`src/rtl/dealer_ctrl_pkg.sv`:
```
// state and street encodings of the hand sequencer, shared with its assertion module
package dealer_ctrl_pkg;

	typedef enum logic [3:0]
	{
		idle       = 4'd0,
		deal       = 4'd1, // start dealing a street
		deal_wait  = 4'd2,
		bet        = 4'd3, // open a betting round
		bet_wait   = 4'd4,
		collect    = 4'd5, // bets move into the pot
		check      = 4'd6,
		check_wait = 4'd7,
		payout     = 4'd8
	} hand_state_t;

	// one street per deal, bet and check pass
	typedef enum logic [1:0]
	{
		preflop = 2'd0,
		flop    = 2'd1,
		turn    = 2'd2,
		river   = 2'd3
	} street_t;

endpackage

```
`src/rtl/poker_pkg.sv`:
```
// card, money and seat types plus game constants shared by the dealer RTL and its testbench
package poker_pkg;

	// card encoding with the suit in the top 2 bits and the value in the low 4
	typedef logic [5:0] card_t;
	typedef logic [7:0] money_t; // betting units
	typedef logic       seat_t;  // 0 is player 1 and 1 is player 2

	// result of a winner check as the evaluator reports it
	typedef enum logic [1:0]
	{
		none    = 2'b00,
		player1 = 2'b01,
		player2 = 2'b10,
		draw    = 2'b11
	} outcome_t;

	typedef struct packed
	{
		card_t p1_c1;
		card_t p1_c2;
		card_t p2_c1;
		card_t p2_c2;
	} hole_cards_t; // dealt in field order

	typedef struct packed
	{
		card_t flop1;
		card_t flop2;
		card_t flop3;
		card_t turn;
		card_t river;
	} board_t;

	typedef struct packed
	{
		money_t p1;
		money_t p2;
	} bet_pair_t; // one betting round

	typedef struct packed
	{
		money_t p1;
		money_t p2;
	} bank_pair_t;

	localparam card_t       CARD_NONE  = 6'd0;
	localparam money_t      START_BANK = 8'd64;  // after reset and game over
	localparam int unsigned HOLE_CARDS = 4;      // first street
	localparam int unsigned FLOP_CARDS = 3;

endpackage

```
`src/rtl/bank_keeper.sv`:
```
// holds both player banks and the pot; collects bets each round and pays the pot out at hand end
`timescale 1ns/1ps

module bank_keeper (
	input  logic                   clk,
	input  logic                   rst,
	input  logic                   game_over,
	input  logic                   new_hand,
	input  logic                   collect,
	input  logic                   payout,
	input  poker_pkg::bet_pair_t   bets,
	input  poker_pkg::outcome_t    winner,
	output poker_pkg::money_t      pot,
	output poker_pkg::bank_pair_t  banks
);

	poker_pkg::money_t half_pot;

	assign half_pot = pot >> 1; // split share rounds down

	// banks
	always_ff @(posedge clk or negedge rst)
	begin
		if (!rst)
		begin
			banks.p1 <= poker_pkg::START_BANK;
			banks.p2 <= poker_pkg::START_BANK;
		end
		else if (game_over)
		begin
			banks.p1 <= poker_pkg::START_BANK;
			banks.p2 <= poker_pkg::START_BANK;
		end
		else if (collect)
		begin
			banks.p1 <= (banks.p1 > bets.p1) ? banks.p1 - bets.p1 : '0; // floor at zero
			banks.p2 <= (banks.p2 > bets.p2) ? banks.p2 - bets.p2 : '0;
		end
		else if (payout)
		begin
			case (winner)
				poker_pkg::player1:
				begin
					banks.p1 <= banks.p1 + pot;
				end
				poker_pkg::player2:
				begin
					banks.p2 <= banks.p2 + pot;
				end
				default:
				begin
					banks.p1 <= banks.p1 + half_pot;
					banks.p2 <= banks.p2 + half_pot;
				end
			endcase
		end
	end

	// pot keeps the full bets even past a short bank
	always_ff @(posedge clk or negedge rst)
	begin
		if (!rst)
		begin
			pot <= '0;
		end
		else if (new_hand)
		begin
			pot <= '0;
		end
		else if (collect)
		begin
			pot <= pot + bets.p1 + bets.p2;
		end
	end

endmodule

```
`src/rtl/card_router.sv`:
```
// requests cards for the current street and places each one into its hole or board slot
`timescale 1ns/1ps

module card_router (
	input  logic                    clk,
	input  logic                    rst,
	input  logic                    new_hand,
	input  logic                    deal_start,
	input  logic                    card_valid,
	input  poker_pkg::card_t        card_in,
	output logic                    card_req,
	output logic                    deal_done,
	output poker_pkg::hole_cards_t  hole,
	output poker_pkg::board_t       board
);

	logic [3:0] ptr;      // next slot with hole fields first then board
	logic [3:0] ptr_next;
	logic       busy;     // street in progress
	logic       street_end;

	assign ptr_next   = ptr + 4'd1;
	assign street_end = (ptr_next == poker_pkg::HOLE_CARDS) ||
		(ptr_next == poker_pkg::HOLE_CARDS + poker_pkg::FLOP_CARDS) ||
		(ptr_next == poker_pkg::HOLE_CARDS + poker_pkg::FLOP_CARDS + 1) ||
		(ptr_next == poker_pkg::HOLE_CARDS + poker_pkg::FLOP_CARDS + 2);

	always_ff @(posedge clk or negedge rst)
	begin
		if (!rst)
		begin
			ptr       <= 4'd0;
			busy      <= 1'b0;
			card_req  <= 1'b0;
			deal_done <= 1'b0;
			hole      <= '{default: poker_pkg::CARD_NONE};
			board     <= '{default: poker_pkg::CARD_NONE};
		end
		else
		begin
			card_req  <= 1'b0;
			deal_done <= 1'b0;
			if (new_hand)
			begin
				ptr   <= 4'd0;
				busy  <= 1'b0;
				hole  <= '{default: poker_pkg::CARD_NONE};
				board <= '{default: poker_pkg::CARD_NONE};
			end
			else if (deal_start)
			begin
				busy     <= 1'b1;
				card_req <= 1'b1; // first card of the street
			end
			else if (busy && card_valid && ptr < 4'd9)
			begin
				case (ptr)
					4'd0: hole.p1_c1  <= card_in;
					4'd1: hole.p1_c2  <= card_in;
					4'd2: hole.p2_c1  <= card_in;
					4'd3: hole.p2_c2  <= card_in;
					4'd4: board.flop1 <= card_in;
					4'd5: board.flop2 <= card_in;
					4'd6: board.flop3 <= card_in;
					4'd7: board.turn  <= card_in;
					default: board.river <= card_in;
				endcase
				ptr <= ptr_next;
				if (street_end)
				begin
					busy      <= 1'b0;
					deal_done <= 1'b1;
				end
				else
				begin
					card_req <= 1'b1; // ask for the next one
				end
			end
		end
	end

endmodule

```
`src/rtl/hand_sequencer.sv`:
```
// per-hand FSM of the dealer; steps deal, bet, collect and check for each street, then payout
`timescale 1ns/1ps

module hand_sequencer (
	input  logic              clk,
	input  logic              rst,
	input  logic              next_hand,
	input  logic              deal_done,
	input  logic              bet_done,
	input  logic              check_done,
	input  logic              hand_over,
	output logic              new_hand,
	output logic              deal_start,
	output logic              bet_req,
	output logic              first_round,
	output logic              collect,
	output logic              check_req,
	output logic              payout,
	output logic              hand_done,
	output poker_pkg::seat_t  last_to_act
);

	dealer_ctrl_pkg::hand_state_t state;
	dealer_ctrl_pkg::street_t     street;
	poker_pkg::seat_t             dealer; // button seat

	always_ff @(posedge clk or negedge rst)
	begin
		if (!rst)
		begin
			state       <= dealer_ctrl_pkg::idle;
			street      <= dealer_ctrl_pkg::preflop;
			dealer      <= 1'b0;
			new_hand    <= 1'b0;
			deal_start  <= 1'b0;
			bet_req     <= 1'b0;
			first_round <= 1'b0;
			collect     <= 1'b0;
			check_req   <= 1'b0;
			payout      <= 1'b0;
			hand_done   <= 1'b0;
			last_to_act <= 1'b0;
		end
		else
		begin
			// pulses default low and only one state raises each
			new_hand   <= 1'b0;
			deal_start <= 1'b0;
			bet_req    <= 1'b0;
			collect    <= 1'b0;
			check_req  <= 1'b0;
			payout     <= 1'b0;
			hand_done  <= 1'b0;

			if (new_hand)
			begin
				dealer <= ~dealer; // button moves every hand
			end

			case (state)
				dealer_ctrl_pkg::idle:
				begin
					if (next_hand)
					begin
						new_hand <= 1'b1;
						street   <= dealer_ctrl_pkg::preflop;
						state    <= dealer_ctrl_pkg::deal;
					end
				end
				dealer_ctrl_pkg::deal:
				begin
					deal_start <= 1'b1;
					state      <= dealer_ctrl_pkg::deal_wait;
				end
				dealer_ctrl_pkg::deal_wait:
				begin
					if (deal_done)
					begin
						state <= dealer_ctrl_pkg::bet;
					end
				end
				dealer_ctrl_pkg::bet:
				begin
					bet_req <= 1'b1;
					// non-dealer closes preflop and dealer closes later streets
					if (street == dealer_ctrl_pkg::preflop)
					begin
						first_round <= 1'b1;
						last_to_act <= ~dealer;
					end
					else
					begin
						last_to_act <= dealer;
					end
					state <= dealer_ctrl_pkg::bet_wait;
				end
				dealer_ctrl_pkg::bet_wait:
				begin
					if (bet_done)
					begin
						collect <= 1'b1; // banks and pot update on the next edge
						state   <= dealer_ctrl_pkg::collect;
					end
				end
				dealer_ctrl_pkg::collect:
				begin
					first_round <= 1'b0;
					state       <= dealer_ctrl_pkg::check;
				end
				dealer_ctrl_pkg::check:
				begin
					check_req <= 1'b1;
					state     <= dealer_ctrl_pkg::check_wait;
				end
				dealer_ctrl_pkg::check_wait:
				begin
					if (check_done)
					begin
						if (hand_over || street == dealer_ctrl_pkg::river)
						begin
							payout <= 1'b1;
							state  <= dealer_ctrl_pkg::payout;
						end
						else
						begin
							street <= dealer_ctrl_pkg::street_t'(street + 2'd1);
							state  <= dealer_ctrl_pkg::deal;
						end
					end
				end
				dealer_ctrl_pkg::payout:
				begin
					hand_done <= 1'b1; // rises with the bank write
					state     <= dealer_ctrl_pkg::idle;
				end
				default:
				begin
					state <= dealer_ctrl_pkg::idle;
				end
			endcase
		end
	end

endmodule

```
`src/rtl/poker_dealer_top.sv`:
```
// top of the hold'em dealer; connects the hand sequencer, card router and bank keeper
`timescale 1ns/1ps

module poker_dealer_top (
	input  logic                    clk,
	input  logic                    rst,
	input  logic                    next_hand,
	input  logic                    game_over,
	input  poker_pkg::card_t        card_in,
	input  logic                    card_valid,
	output logic                    card_req,
	input  poker_pkg::bet_pair_t    bets,
	input  logic                    bet_done,
	output logic                    bet_req,
	output logic                    first_round,
	output poker_pkg::seat_t        last_to_act,
	input  logic                    check_done,
	input  logic                    hand_over,
	input  poker_pkg::outcome_t     winner,
	output logic                    check_req,
	output poker_pkg::hole_cards_t  hole,
	output poker_pkg::board_t       board,
	output poker_pkg::money_t       pot,
	output poker_pkg::bank_pair_t   banks,
	output logic                    hand_done
);

	logic new_hand;   // clears cards and pot
	logic deal_start;
	logic deal_done;
	logic collect;
	logic payout;

	hand_sequencer i_hand_sequencer (
		.clk         (clk),
		.rst         (rst),
		.next_hand   (next_hand),
		.deal_done   (deal_done),
		.bet_done    (bet_done),
		.check_done  (check_done),
		.hand_over   (hand_over),
		.new_hand    (new_hand),
		.deal_start  (deal_start),
		.bet_req     (bet_req),
		.first_round (first_round),
		.collect     (collect),
		.check_req   (check_req),
		.payout      (payout),
		.hand_done   (hand_done),
		.last_to_act (last_to_act)
	);

	card_router i_card_router (
		.clk        (clk),
		.rst        (rst),
		.new_hand   (new_hand),
		.deal_start (deal_start),
		.card_valid (card_valid),
		.card_in    (card_in),
		.card_req   (card_req),
		.deal_done  (deal_done),
		.hole       (hole),
		.board      (board)
	);

	bank_keeper i_bank_keeper (
		.clk       (clk),
		.rst       (rst),
		.game_over (game_over),
		.new_hand  (new_hand),
		.collect   (collect),
		.payout    (payout),
		.bets      (bets),
		.winner    (winner),
		.pot       (pot),
		.banks     (banks)
	);

endmodule

```
`config.mk`:
```
export PLATFORM = sky130hd
export DESIGN_NAME = poker_dealer_top
export DESIGN_NICKNAME = d
export VERILOG_FILES = /design/src/rtl/dealer_ctrl_pkg.sv /design/src/rtl/poker_pkg.sv /design/src/rtl/bank_keeper.sv /design/src/rtl/card_router.sv /design/src/rtl/hand_sequencer.sv /design/src/rtl/poker_dealer_top.sv
export SDC_FILE = /design/constraint.sdc
export NUM_CORES = 1
export LEC_CHECK = 0
export BUFFER_PORTS_ARGS = -buffer_cell sky130_fd_sc_hd__buf_2
export CAP_MARGIN = 0
export CORE_ASPECT_RATIO = 1.5
export CORE_MARGIN = 2
export CORE_UTILIZATION = 40
export DETAILED_ROUTE_END_ITERATION = 16
export PLACE_DENSITY = 0.63
export SLEW_MARGIN = 20
export SYNTH_ARGS = -nofsm -noshare
export SYNTH_HDL_FRONTEND = slang
export SYNTH_HIERARCHICAL = 1
export SYNTH_SLANG_ARGS = --single-unit
```
`constraint.sdc`:
```
create_clock -name clk -period 5.3 [get_ports clk]
set_input_delay 0.53 -clock clk [delete_from_list [all_inputs] [get_ports clk]]
set_output_delay 0.53 -clock clk [all_outputs]
set_load 0.05 [all_outputs]
```
==> out/qor.txt <==
status = completed
cts repair resizes = 0
static leakage = 3.66 nW
Post-Syn Area per Cell = 9.93 um^2
most common cell after layout, fill and taps aside = buf_2
maxcap violations = 0
worst slew pin tran = 0.916 ns
antenna violations before repair = 0
vias in the first global route = 5,522
critical path's top delay family = simple AND/OR/NAND/NOR gates
post-route setup TNS = 0 ns
top post-synthesis cells by area = dfrtp_1, ha_1, mux2i_1, nor2_1, fa_1
Worst-Skew Late Latency = 0.35 ns
max-slew violations = 0
CTS H-tree lvls = 3
vias after detailed routing = 5,425
GRT overflow = 0
Tot Pwr = 0.00506 W
CP dominant cell by count = a221o_1
slowest cell on the critical path = nor2b_1
Critical Path Max Stage Delay = 0.66 ns
# diodes = 0
Final Hold Viols = 0
Final Non-Filler Cells = 973
Critical Path Stages = 10
DRC errors left = 0
Seq. cell area = 2530 um^2
metal3 WL = 951 um
crit path kind = primary input to flip-flop
type of the most critical hold path = primary input to asynchronous set/reset pin
register bit total from synthesis = 101
die area = 17,600 um^2
post-CTS setup buffers = 0
critical path arrival = 3.43 ns
Post-DP HPWL = 13.1 mm
Area after DPL = 7300 um^2
crit path launch type = primary input
area of the core = 16,200 um^2
top sig layer = met4
P&R area growth vs syn = 14.8%
dominant synthesized flop cell = dfrtp_1
R2R Setup Slk = 2.39 ns
register area share after synthesis = 0.382
CP Capture Type = flip-flop
worst r2r dst = i_bank_keeper/pot[7]$_DFFE_PN0P_
FF-to-FF Start = i_bank_keeper/pot[1]$_DFFE_PN0P_
Worst Path Required = 5.53 ns
CP cell instances = buf_2 -> nor2b_1 -> mux2_2 -> ha_1 -> and3_1 -> a221o_1 -> o41ai_1 -> xnor2_1 -> nor2_1 -> a221o_1
fillers = 1,507
worst ir drop on vdd = 0.000431 V
Worst Reg-to-Reg Cells = 10
largest area contributor in the netlist = dfrtp_1
Final Skew = 0.0103 ns
CTS Buf Count = 9
Synth Instances = 667
syn_nets = 756
Routed WL = 17.6 mm
Final #Nets = 851
chip height = 162 um
CTS max path bufs = 2
CTS tree = done
WL met2 = 9.23 mm
Final Cycle Share = 0.603
Rows = 57
GRT Total Usage = 0.203
power density over cell area = 665 nW/um^2
dpl cells = 957
root buffer cell = clkbuf_16
Post-synth EDFFs = 0
fin area = 7610 um^2
Worst Path Buf+Inv = 1
# IOs = 116
I/O Buffers = 115
initial core utilization = 0.409
Final Critical Period = 3.20 ns
Die X = 109 um
hold_ws = 0.248 ns
area occupied by multi-input gates = 3770 um^2
# hold bufs at CTS = 0
post-synth top area share = 0.374
DR iter-0 viols = 271
commonest non-fill, non-tap cells in the layout = buf_2, dfrtp_1, nor2_1
Worst-path clk slew = 0.08 ns
post-route ant nets = 0
layout cells sized above 1 = 0.232
max_slew headroom = 0.388
first-pass GRT wire length = 28.2 mm
post-synthesis cell area = 6630 um^2
post-synth cell types = 75
TritonCTS Sinks = 101
largest net degree at the start of global routing = 62
M1 WL = 6.95 mm
CP Max Fanout = 10
Ys Warns = 6
WL per Instance = 18.0 um
RSZ-0062 raised after global routing = no
Final Setup Violations = 0
post-DR vias/cell = 5.58
final RePlAce weighted congestion = 0.852
fraction of registers with async set/reset = 1.00
fmax = 313 MHz
drt pass-1 iters = 4
==> report_power, final <==
part / leakage (nW) / internal, W / switching (W)
Clock: 0.152 / 0.000374 / 0.000317
Combinational: 2.21 / 0.000984 / 0.00196
Sequential: 1.30 / 0.00108 / 0.000338
==> logic make-up after synthesis <==
logic type,Yosys count,synth area share
simple gates,224,0.182
compound gates,120,0.127
flops,101,0.382
buf+inv,72,0.0485
mux,68,0.106
fa+ha+maj,57,0.121
xor+xnor,25,0.0331
==> flip-flops by register name (all words and copies together) (netlist names), 2 cells and up <==
name,count
i_card_router/ptr,4
i_card_router/board,30
i_hand_sequencer/state,4
i_hand_sequencer/street,2
i_bank_keeper/banks,16
i_bank_keeper/pot,8
i_card_router/hole,24
==> per-stage QoR <==
stage	util	setup WS, ns
after floorplan	-	2.31
after global placement	0.451	1.87
after detailed placement	0.451	1.76
after CTS	0.470	2.15
after global routing	0.470	1.90
final	0.470	2.10
==> Yosys cell counts, drive strengths merged (3+ instances only) <==
library cell,number
dfrtp,99
nor2,94
mux2i,52
ha,45
inv,38
a21oi,30
nand2,24
o21ai,23
buf,21
mux2,16
nor3,16
nand3,14
nor2b,14
xnor2,13
clkbuf,12
fa,12
xor2,12
and3,10
o21a,10
a21o,9
a221o,9
nor3b,9
a211oi,8
nand2b,6
and2,5
nand4,5
nor4,5
o211ai,5
nor4b,4
o31a,4
or2,4
a31oi,3
nand3b,3
nand4b,3
o32a,3
o41ai,3
==> layer usage <==
| metal | up-vias | track usage |
|---|---|---|
| met4 | 0 | 0.0810 |
| li1 | 2533 | - |
| met2 | 175 | 0.357 |
| met3 | 28 | 0.0412 |
| met1 | 2689 | 0.238 |
| met5 | - | 0 |
==> area by class of cell <==
type,instances,area share
multi-input cells,494,0.496
clock inverters,7,0.0107
clock buffers,9,0.0296
well taps,206,0.0339
repair buffers,117,0.0779
inverters,39,0.0192
flip-flops and latches,101,0.333
==> worst max path at each step <==
stage                                                to                              from  slack (ns)
floorplan              i_bank_keeper/pot[7]$_DFFE_PN0P_  i_bank_keeper/pot[1]$_DFFE_PN0P_        2.31
global placement    i_bank_keeper/banks[15]$_DFFE_PN0P_                         winner[0]        1.87
detailed placement   i_bank_keeper/banks[7]$_DFFE_PN0P_                         winner[1]        1.76
CTS                 i_bank_keeper/banks[15]$_DFFE_PN0P_                         winner[0]        2.15
global route         i_bank_keeper/banks[7]$_DFFE_PN0P_                         winner[1]        1.90
finish              i_bank_keeper/banks[15]$_DFFE_PN0P_                         winner[0]        2.10
No activity file was read; power rests on OpenSTA's default activity.
